`src/hw/common_pkg.sv`:
```
package common_pkg;

    // machine word, rv32
    localparam int XLEN = 32;

    typedef logic [XLEN-1:0] word_t;   // pc, instruction, immediate

    // bubble marker, never a real fetch address
    localparam word_t NOP_PC = '1;

    // addi x0, x0, 0
    localparam word_t NOP_IR = 32'h0000_0013;

    // instruction memory geometry
    localparam int IMEM_WORDS = 64;
    localparam int IMEM_AW    = 6;     // log2(IMEM_WORDS), pc bits 7:2

endpackage

```
`src/hw/isa_pkg.sv`:
```
package isa_pkg;

    // base opcodes handled by the front end
    typedef enum logic [6:0] {
        OP_OTHER = 7'b0000000,   // anything not listed below
        LOAD     = 7'b0000011,
        OP_IMM   = 7'b0010011,
        AUIPC    = 7'b0010111,
        STORE    = 7'b0100011,
        OP       = 7'b0110011,
        LUI      = 7'b0110111,
        JAL      = 7'b1101111
    } opcode_e;

    typedef struct packed {
        logic [6:0] funct7;
        logic [4:0] rs2;
        logic [4:0] rs1;
        logic [2:0] funct3;
        logic [4:0] rd;
        logic [6:0] opcode;
    } r_fmt_t;

    typedef struct packed {
        logic [11:0] imm_11_0;
        logic [4:0]  rs1;
        logic [2:0]  funct3;
        logic [4:0]  rd;
        logic [6:0]  opcode;
    } i_fmt_t;

    typedef struct packed {
        logic [6:0] imm_11_5;
        logic [4:0] rs2;
        logic [4:0] rs1;
        logic [2:0] funct3;
        logic [4:0] imm_4_0;     // low immediate bits sit where rd would be
        logic [6:0] opcode;
    } s_fmt_t;

    typedef struct packed {
        logic [19:0] imm_31_12;
        logic [4:0]  rd;
        logic [6:0]  opcode;
    } u_fmt_t;

    // jal immediate is scrambled across the upper bits
    typedef struct packed {
        logic        imm_20;
        logic [9:0]  imm_10_1;
        logic        imm_11;
        logic [7:0]  imm_19_12;
        logic [4:0]  rd;
        logic [6:0]  opcode;
    } j_fmt_t;

    // one instruction word, every format view over the same bits
    typedef union packed {
        r_fmt_t r;
        i_fmt_t i;
        s_fmt_t s;
        u_fmt_t u;
        j_fmt_t j;
    } instr_t;

endpackage

```
`src/hw/fetch_bus.sv`:
```
// fetch to decode link, payload forward and redirect back
interface fetch_bus;
    import common_pkg::*;

    word_t pc;          // bubble when NOP_PC
    word_t ir;          // instruction at pc
    word_t jmp_addr;    // redirect target
    logic  jmp_valid;   // one cycle pulse on a taken jal
    logic  ready;       // decode not stalled

    // fetch side
    modport stage_if (
        output pc,
        output ir,
        input  jmp_addr,
        input  jmp_valid,
        input  ready
    );

    // decode side
    modport stage_id (
        input  pc,
        input  ir,
        output jmp_addr,
        output jmp_valid,
        output ready
    );

endinterface

```
`src/hw/imem.sv`:
```
module imem (
    input  logic                            clk_i,
    input  logic                            we_i,      // load strobe
    input  logic [common_pkg::IMEM_AW-1:0]  waddr_i,   // word index
    input  common_pkg::word_t               wdata_i,
    input  common_pkg::word_t               raddr_i,   // byte address from fetch
    output common_pkg::word_t               rdata_o    // valid one clock after raddr_i
);
    import common_pkg::*;

    word_t mem [IMEM_WORDS];

    logic [IMEM_AW-1:0] ridx;

    // byte address to word index, upper bits ignored so fetch wraps at 256 bytes
    assign ridx = raddr_i[IMEM_AW+1:2];

    // program load port
    always_ff @(posedge clk_i) begin
        if (we_i) begin
            mem[waddr_i] <= wdata_i;
        end
    end

    // registered read, old data on a same-cycle write
    always_ff @(posedge clk_i) begin
        rdata_o <= mem[ridx];
    end

    // fetch only ever asks for whole words
    a_raddr_aligned: assert property (@(posedge clk_i) raddr_i[1:0] == 2'b00)
        else $error("imem: misaligned read address %h", raddr_i);

endmodule

```
`src/hw/cpu_if.sv`:
```
module cpu_if (
    input  logic              clk_i,
    input  logic              reset_i,
    input  logic              halt_i,        // freeze fetch
    output common_pkg::word_t imem_addr_o,   // next pc read this cycle
    input  common_pkg::word_t imem_data_i,   // word at pc_q
    fetch_bus.stage_if        bus
);
    import common_pkg::*;

    word_t pc_q;   // address whose data arrives this cycle
    word_t pc_d;   // address requested now

    // next pc selection
    // a jump outranks halt so the redirect is never dropped
    always_comb begin
        priority if (reset_i) begin
            pc_d = '0;
        end else if (bus.jmp_valid) begin
            pc_d = bus.jmp_addr;
        end else if (halt_i || !bus.ready) begin
            pc_d = pc_q;          // halt or back-pressure re-reads the same word
        end else begin
            pc_d = pc_q + 32'd4;
        end
    end

    assign imem_addr_o = pc_d;    // memory latency lines up with pc_q

    always_ff @(posedge clk_i) begin
        pc_q <= pc_d;             // reset comes in through pc_d
    end

    // pc/ir pair for decode
    always_ff @(posedge clk_i) begin
        if (reset_i || bus.jmp_valid) begin
            bus.pc <= NOP_PC;     // squash the word behind a jal
            bus.ir <= NOP_IR;
        end else if (bus.ready) begin
            if (halt_i) begin
                // current pair consumed with nothing new behind it
                bus.pc <= NOP_PC;
                bus.ir <= NOP_IR;
            end else begin
                bus.pc <= pc_q;
                bus.ir <= imem_data_i;
            end
        end
        // held pair is seen again by decode when not ready
    end

    // jal targets from decode must stay on word boundaries
    a_pc_aligned: assert property (
        @(posedge clk_i) disable iff (reset_i) pc_q[1:0] == 2'b00
    ) else $error("cpu_if: misaligned pc %h", pc_q);

endmodule

```
`src/hw/cpu_id.sv`:
```
module cpu_id (
    input  logic              clk_i,
    input  logic              reset_i,
    input  logic              stall_i,        // back-pressure from later stages
    fetch_bus.stage_id        bus,
    output logic              dec_valid_o,
    output common_pkg::word_t dec_pc_o,
    output isa_pkg::opcode_e  dec_opcode_o,
    output logic [4:0]        dec_rd_o,
    output logic [4:0]        dec_rs1_o,
    output logic [4:0]        dec_rs2_o,
    output common_pkg::word_t dec_imm_o
);
    import common_pkg::*;
    import isa_pkg::*;

    instr_t     ir;
    opcode_e    opc;
    logic [4:0] rd, rs1, rs2;
    word_t      imm;
    word_t      imm_j;
    logic       bubble;

    assign ir     = bus.ir;
    assign bubble = (bus.pc == NOP_PC);

    // j-type offset also feeds the redirect adder
    assign imm_j = {{11{ir.j.imm_20}}, ir.j.imm_20, ir.j.imm_19_12,
                    ir.j.imm_11, ir.j.imm_10_1, 1'b0};

    // field split per format with unused fields forced to zero
    always_comb begin
        opc = OP_OTHER;
        rd  = '0;
        rs1 = '0;
        rs2 = '0;
        imm = '0;
        case (ir.r.opcode)
            OP: begin                      // r-type without immediate
                opc = OP;
                rd  = ir.r.rd;
                rs1 = ir.r.rs1;
                rs2 = ir.r.rs2;
            end
            OP_IMM, LOAD: begin            // i-type
                opc = opcode_e'(ir.i.opcode);
                rd  = ir.i.rd;
                rs1 = ir.i.rs1;
                imm = {{20{ir.i.imm_11_0[11]}}, ir.i.imm_11_0};
            end
            STORE: begin                   // s-type without rd
                opc = STORE;
                rs1 = ir.s.rs1;
                rs2 = ir.s.rs2;
                imm = {{20{ir.s.imm_11_5[6]}}, ir.s.imm_11_5, ir.s.imm_4_0};
            end
            LUI, AUIPC: begin              // u-type
                opc = opcode_e'(ir.u.opcode);
                rd  = ir.u.rd;
                imm = {ir.u.imm_31_12, 12'h000};
            end
            JAL: begin
                opc = JAL;
                rd  = ir.j.rd;
                imm = imm_j;
            end
            default: ;                     // unknown opcode leaves everything zero
        endcase
    end

    // back to fetch
    assign bus.ready     = !stall_i;
    assign bus.jmp_valid = !stall_i && !bubble && (ir.j.opcode == JAL);
    assign bus.jmp_addr  = bus.pc + imm_j;

    always_ff @(posedge clk_i) begin
        if (reset_i) begin
            dec_valid_o <= 1'b0;
            dec_pc_o    <= NOP_PC;
        end else begin
            dec_valid_o <= !stall_i && !bubble;
            if (!stall_i) begin
                dec_pc_o <= bus.pc;
            end
        end
    end

    // decoded payload
    always_ff @(posedge clk_i) begin
        if (!stall_i) begin
            dec_opcode_o <= opc;
            dec_rd_o     <= rd;
            dec_rs1_o    <= rs1;
            dec_rs2_o    <= rs2;
            dec_imm_o    <= imm;
        end
    end

    // fetch must squash the word behind a taken jal
    a_jmp_squash: assert property (@(posedge clk_i) bus.jmp_valid |=> bubble)
        else $error("cpu_id: no bubble after jump");

endmodule

```
`src/hw/cpu_frontend.sv`:
```
module cpu_frontend (
    input  logic                            clk_i,
    input  logic                            reset_i,
    input  logic                            halt_i,
    input  logic                            stall_i,
    input  logic                            imem_we_i,
    input  logic [common_pkg::IMEM_AW-1:0]  imem_waddr_i,
    input  common_pkg::word_t               imem_wdata_i,
    output logic                            dec_valid_o,
    output common_pkg::word_t               dec_pc_o,
    output isa_pkg::opcode_e                dec_opcode_o,
    output logic [4:0]                      dec_rd_o,
    output logic [4:0]                      dec_rs1_o,
    output logic [4:0]                      dec_rs2_o,
    output common_pkg::word_t               dec_imm_o
);
    import common_pkg::*;

    word_t imem_addr;   // fetch request
    word_t imem_data;   // one clock later

    fetch_bus fbus ();

    imem imem_inst (
        .clk_i   (clk_i),
        .we_i    (imem_we_i),
        .waddr_i (imem_waddr_i),
        .wdata_i (imem_wdata_i),
        .raddr_i (imem_addr),
        .rdata_o (imem_data)
    );

    cpu_if cpu_if_inst (
        .clk_i       (clk_i),
        .reset_i     (reset_i),
        .halt_i      (halt_i),
        .imem_addr_o (imem_addr),
        .imem_data_i (imem_data),
        .bus         (fbus.stage_if)
    );

    cpu_id cpu_id_inst (
        .clk_i        (clk_i),
        .reset_i      (reset_i),
        .stall_i      (stall_i),
        .bus          (fbus.stage_id),
        .dec_valid_o  (dec_valid_o),
        .dec_pc_o     (dec_pc_o),
        .dec_opcode_o (dec_opcode_o),
        .dec_rd_o     (dec_rd_o),
        .dec_rs1_o    (dec_rs1_o),
        .dec_rs2_o    (dec_rs2_o),
        .dec_imm_o    (dec_imm_o)
    );

endmodule

```
`config.mk`:
```
export PLATFORM = sky130hd
export DESIGN_NAME = cpu_frontend
export DESIGN_NICKNAME = d
export VERILOG_FILES = /design/src/hw/common_pkg.sv /design/src/hw/isa_pkg.sv /design/src/hw/fetch_bus.sv /design/src/hw/imem.sv /design/src/hw/cpu_if.sv /design/src/hw/cpu_id.sv /design/src/hw/cpu_frontend.sv
export SDC_FILE = /design/constraint.sdc
export NUM_CORES = 2
export LEC_CHECK = 0
export ABC_AREA = 1
export BUFFER_PORTS_ARGS = -buffer_cell sky130_fd_sc_hd__buf_2
export CAP_MARGIN = 30
export CORE_AREA = 5 5 553 555
export DETAILED_ROUTE_END_ITERATION = 8
export DIE_AREA = 0 0 558 560
export PLACE_DENSITY_LB_ADDON = 0.12
export SLEW_MARGIN = 20
export SYNTH_ARGS = -nofsm -noshare
export SYNTH_HDL_FRONTEND = slang
export SYNTH_HIERARCHICAL = 1
export SYNTH_SLANG_ARGS = --single-unit
```
`constraint.sdc`:
```
create_clock -name clk_i -period 4.4 [get_ports clk_i]
set_input_delay 0.66 -clock clk_i [delete_from_list [all_inputs] [get_ports clk_i]]
set_output_delay 0.66 -clock clk_i [all_outputs]
set_load 0.05 [all_outputs]
```
Word level (Yosys, flattened, before mapping)
Memories as Yosys holds them, arrays and structs flattened. A register that Yosys moved wholly into a read port is not among the register bits.
Index checks and enable logic that the tools add are counted.
Widths: inputs -> output; s select.
{ "totals": {"in_bits": 43, "mem_count": 1, "out_inout_bits": 87, "regBits": 183, "word_cells": 44, "ram_bits": 2048} }
{ "mem_list": {"columns": ["name", "depth", "width", "rd", "rd_ports_with_merged_regs", "write_ports", "line", "source"], "rows": [
  ["imem_inst.mem", 64, 32, 1, 1, 1, "imem.sv:11", "word_t mem [IMEM_WORDS];"]
]} }
{ "classes": {"reduce_logical": 12, "n_eq_ne": 9, "mux": 9, "add_sub_neg": 2} }
{ "ops": {"columns": ["cell", "n"], "rows": [
  ["$mux 32", 4],
  ["$pmux 32 s4", 1],
  ["$add 32x3->32 const B", 1],
  ["$add 32x32->32", 1],
  ["$eq 32x32->1 const B", 1],
  ["$pmux 7 s4", 1],
  ["$eq 7x6->1 const B", 3],
  ["$eq 7x5->1 const B", 2],
  ["$mux 8", 1],
  ["$reduce_or 4->1", 2],
  ["$eq 7x2->1 const B", 1],
  ["$eq 7x7->1 const B", 1],
  ["$reduce_or 2->1", 3],
  ["$reduce_or 6->1", 1],
  ["$logic_and 1x1->1", 2],
  ["$logic_not 1->1", 2],
  ["$logic_or 1x1->1", 2],
  ["$mux 1", 2],
  ["$ne 2x1->1 const B", 1]
]} }

Depth between registers and ports, before layout
{ "logic_depth": {"word_depth": 6, "mapped_depth": 25, "mapped_depth_nobuf": 20} }

Modules after synthesis
The synthesis kept the hierarchy.
{ "modules_own_cells": {"columns": ["mod", "cells_each", "area_each_um2", "instances", "seq_area_each_um2"], "rows": [
  ["imem", 6769, 82738.1, 1, 62139.6],
  ["cpu_id", 794, 5516.5, 1, 2282.2],
  ["cpu_if", 591, 4185.3, 1, 1921.8]
]} }

Worst setup path before layout
No wires, ideal clock.
{ "synth_timing": {"path_type": "input port to flip-flop", "startpoint": "input port imem_we_i", "endpoint": "memory imem_inst/mem[48][0] in the netlist's numbering (enable)", "t_arrival_ps": 4288, "path_buffers": 1, "cell_stages": 3, "t_required_ps": 3898, "path_slack_ps": -390, "cell_sequence": "clkbuf_1 -> nand4_1 -> nor4_1"} }
{ "synth_between": {"elab_chain_cells": 2} }
{ "synth_lines": {"columns": ["item", "line", "source"], "rows": [
  ["from (decl)", "cpu_frontend.sv:6", "input logic imem_we_i,"],
  ["$mux 1", "imem.sv:20", "if (we_i) begin"],
  ["$mux 1 (implied by the code)", "imem.sv:21", "mem[waddr_i] <= wdata_i;"],
  ["to (decl)", "imem.sv:11", null]
]} }
No other way between the ends.

Worst setup path in the final report
{ "layout_timing": {"startpoint": "register cpu_if_inst.bus.pc[1]", "endpoint": "register imem_inst.rdata_o[12] (read register of imem_inst.mem)"} }
{ "layout_between": {"elab_cells_between_ends": 7} }
{ "layout_rtl": {"columns": ["item", "line", "source"], "rows": [
  ["from (decl)", "fetch_bus.sv:13", "output pc,"],
  ["from (signal assigned)", "cpu_if.sv:45", "bus.pc <= pc_q;"],
  ["$add 32x32->32", "cpu_id.sv:74", "assign bus.jmp_addr = bus.pc + imm_j;"],
  ["named net fbus.jmp_addr[5]", "fetch_bus.sv:7", "word_t jmp_addr;"],
  ["$mux 32", "cpu_if.sv:19", "end else if (bus.jmp_valid) begin"],
  ["$mux 8", "cpu_if.sv:17", "priority if (reset_i) begin"],
  ["named net imem_addr[5]", "cpu_frontend.sv:19", "word_t imem_addr;"],
  ["to (decl)", "imem.sv:7", "output common_pkg::word_t rdata_o"]
]} }
The timed path passes the listed nets, and every way through them passes these cells.
A chain may end at the register's enable or synchronous reset.

==> flow_summary.json <==
{
  "drt-total-wl_mm": 314,
  "status": "finished, final reports clean",
  "coreArea_um2": 301000,
  "drt-wirelength-per-cell_um": 24.9,
  "root_buffer": "clkbuf_16",
  "nFillCells": 29500,
  "dieArea_um2": 312000,
  "drive_gt1_share_pct": 10.9,
  "drv_slew": 0,
  "rsz0062_at_grt": "false",
  "cp_max_fo": 43,
  "viasPerCell": 4.98,
  "ir_worst_vdd_mv": 0.312,
  "final.min_clock_period_ps": 4210,
  "slew_headroom_pct": 33.1,
  "syn_avg_cell_area_um2": 11.3,
  "layout_common_cells": "2711 x nand2_1, 2102 x edfxtp_1, 1997 x nand3_1",
  "syn_area_um2": 92400,
  "worstSetupStartpointType": "register",
  "arrival_ps": 4950,
  "grt_max_degree": 126,
  "synth_top_flop_cell": "edfxtp_1",
  "synth_fp_nets": 8229,
  "startpoint": "cpu_if_inst/bus.pc[1]$_SDFFE_PP1P_",
  "placed_area_um2": 100000,
  "stdcell_count": 12600,
  "synthArstFlopShare_pct": 0,
  "cts_setup_buffers": 0,
  "max_freq_mhz": 238,
  "cts.clk_slew.worst_paths_ps": 60,
  "clk-insertion-delay-late_ps": 890,
  "cap_violations": 0,
  "synth-edff-count": 2102,
  "rows": 202,
  "first_pass_iters": 5,
  "start_util_pct": 30.7,
  "grt_overflow": 0,
  "tightest_slew_ps": 1000,
  "rrSetupSlack_ps": 190,
  "synth_area_leaders": "edfxtp_1 68%, nand2_1 11%, nand3_1 11%",
  "ios": 130,
  "worstSetupEndpointType": "register",
  "setup_viol_count_final": 0,
  "hold_depth": 1,
  "worstSetupPathType": "reg2reg",
  "rr_endpoint": "imem_inst/rdata_o[12]$_DFF_P_",
  "cts_buffers": 269,
  "hold_start": "imem_wdata_i[14]",
  "synth_cells": 8154,
  "final_area_um2": 108000,
  "nets": 8493,
  "reg2reg_depth": 16,
  "synth.largest_area_cell": "edfxtp_1",
  "power_per_cell_area_nw_per_um2": 446,
  "p_leak_nw": 38.9,
  "ys_ff_latch": 2263,
  "ys_warn_count": 6,
  "drcViolationCount": 0,
  "worstHoldEndpoint": "imem_inst/mem[63][14]$_DFFE_PP_",
  "drtIter0Drc": 5431,
  "synth_cell_types": 41,
  "hp-class": "in2reg",
  "dp_hpwl_mm": 184,
  "utilization_pct": 36.0,
  "clock_sinks": 2263,
  "area_growth_pct": 17.3,
  "antenna_left": 0,
  "die_h_um": 560,
  "r2r-start": "cpu_if_inst/bus.pc[1]$_SDFFE_PP1P_",
  "finalCritPeriodShare_pct": 95.7,
  "final_common_cell": "nand2_1",
  "yosysSeqAreaShare_pct": 71.8,
  "cts_hold_buf": 0,
  "finalHoldViolCount": 0,
  "dp_cells": 12100,
  "dieWidth_um": 558,
  "cts_buffer_depth": 4,
  "antenna_found_initial": 33,
  "crit_required_ps": 5140,
  "holdWs_ps": 162,
  "synthDominantCellAreaShare_pct": 68.3,
  "place_congestion": 0.848,
  "portBuffers": 129,
  "vias": 62800,
  "tritoncts": "done",
  "grt_pass1_vias": 61500,
  "cts_max_level": 5,
  "fin_worst_skew_ps": 56.1,
  "cts_resized": 0,
  "grt_usage_pct": 19.6,
  "grt_first_pass_wirelength_mm": 453
}
[worst max-delay path, stage by stage (launching register included)]
cell and delay, ps:
dfxtp_1 310, buf_4 130, ha_1 250, fa_1 460, nand3_1 110, nand3_1 100
xor2_1 160, o21ai_0 380, a21oi_4 60, buf_12 160, inv_6 490, buf_4 370
nand3_1 140, nand3_1 340, nand2_1 270, nand2_1 140, nand2_1 80
[through the flow]
step / setup WS (ps) / TNS [ps] / power (mW)
3_3_place_gp: 172 / 0 / 27.4
4_1_cts: 116 / 0 / 49.0
5_1_grt: 17.5 / 0 / 50.2
6_report: 191 / 0 / 48.4
3_5_place_dp: 176 / 0 / 27.4
2_1_floorplan: -390 / -99840 / 26.0
[state kept, by name (all words and copies together), names as in the netlist]
register / count
cpu_id_inst/dec_rs2_o: 5
cpu_id_inst/dec_imm_o: 32
imem_inst/rdata_o: 32
cpu_id_inst/dec_opcode_o: 7
cpu_id_inst/dec_valid_o: 1
cpu_id_inst/dec_rd_o: 5
cpu_if_inst/bus.pc: 32
cpu_if_inst/bus.ir: 32
cpu_id_inst/dec_rs1_o: 5
cpu_if_inst/pc_q: 32
cpu_id_inst/dec_pc_o: 32
imem_inst/mem: 2048
[cell families after synthesis]
logic type | count (synthesis) | synth area share [%]
xor gates and xnor gates | 21 | 0.199
and+or+nand+nor | 4988 | 23.2
adders and majority gates | 32 | 0.441
AOI/OAI and AO/OA | 159 | 0.937
buffers and inverters | 691 | 3.44
DFF | 2263 | 71.8
[per-layer routing]
layer	up-vias	share of wire, %	global-route usage [%]	wire length, um
met1	31800	46	27.8	143000
met5	-	0.015	0	46
met4	6	2.4	4.91	7520
met2	1496	47	32.0	148000
li1	29200	-	-	-
met3	381	4.9	2.50	15300
[how the worst max path moves through the flow]
stage                     slack (ps)                             end  cells past startpoint
after floorplan                 -390  imem_inst/mem[48][0]$_DFFE_PP_                      3
after global placement           170   imem_inst/rdata_o[12]$_DFF_P_                     16
after detailed placement         180   imem_inst/rdata_o[10]$_DFF_P_                     24
after CTS                        120   imem_inst/rdata_o[10]$_DFF_P_                     24
after global routing              20    imem_inst/rdata_o[6]$_DFF_P_                     25
final                            190   imem_inst/rdata_o[12]$_DFF_P_                     16
[layout make-up]
class	count	area [um2]	share of cell area, %
repair buffers	484	4450	4.11
diodes	11	27.5	0.0254
clock buffers	365	7390	6.82
clock inverters	110	982	0.906
multi-input cells	5200	23400	21.6
inverters	200	818	0.755
well taps	3978	4980	4.59
flip-flops and latches	2263	66300	61.2
[report_power, final]
group	internal [mW]	switching, mW	total, mW
sequential	23.7	0.157	23.9
clock	12.5	8.98	21.4
combinational	0.816	2.23	3.05
total	37.0	11.4	48.4
[synth_stat cells, types with 4 or more instances]
cell,instances
nand3_2,4
buf_4,47
edfxtp_1,2102
ha_1,31
nand2_1,2714
nor4_1,9
nor2_2,5
nand3_1,1997
o21ai_0,35
dfxtp_1,161
nor3_1,15
nand4_1,26
nor2_4,4
buf_1,45
buf_2,289
nand2_2,4
xor2_1,18
inv_2,7
inv_1,190
o22ai_1,37
nor2_1,202
a21oi_1,61
o21ai_1,17
clkbuf_1,105
No activity file was read; power rests on OpenSTA's default activity.
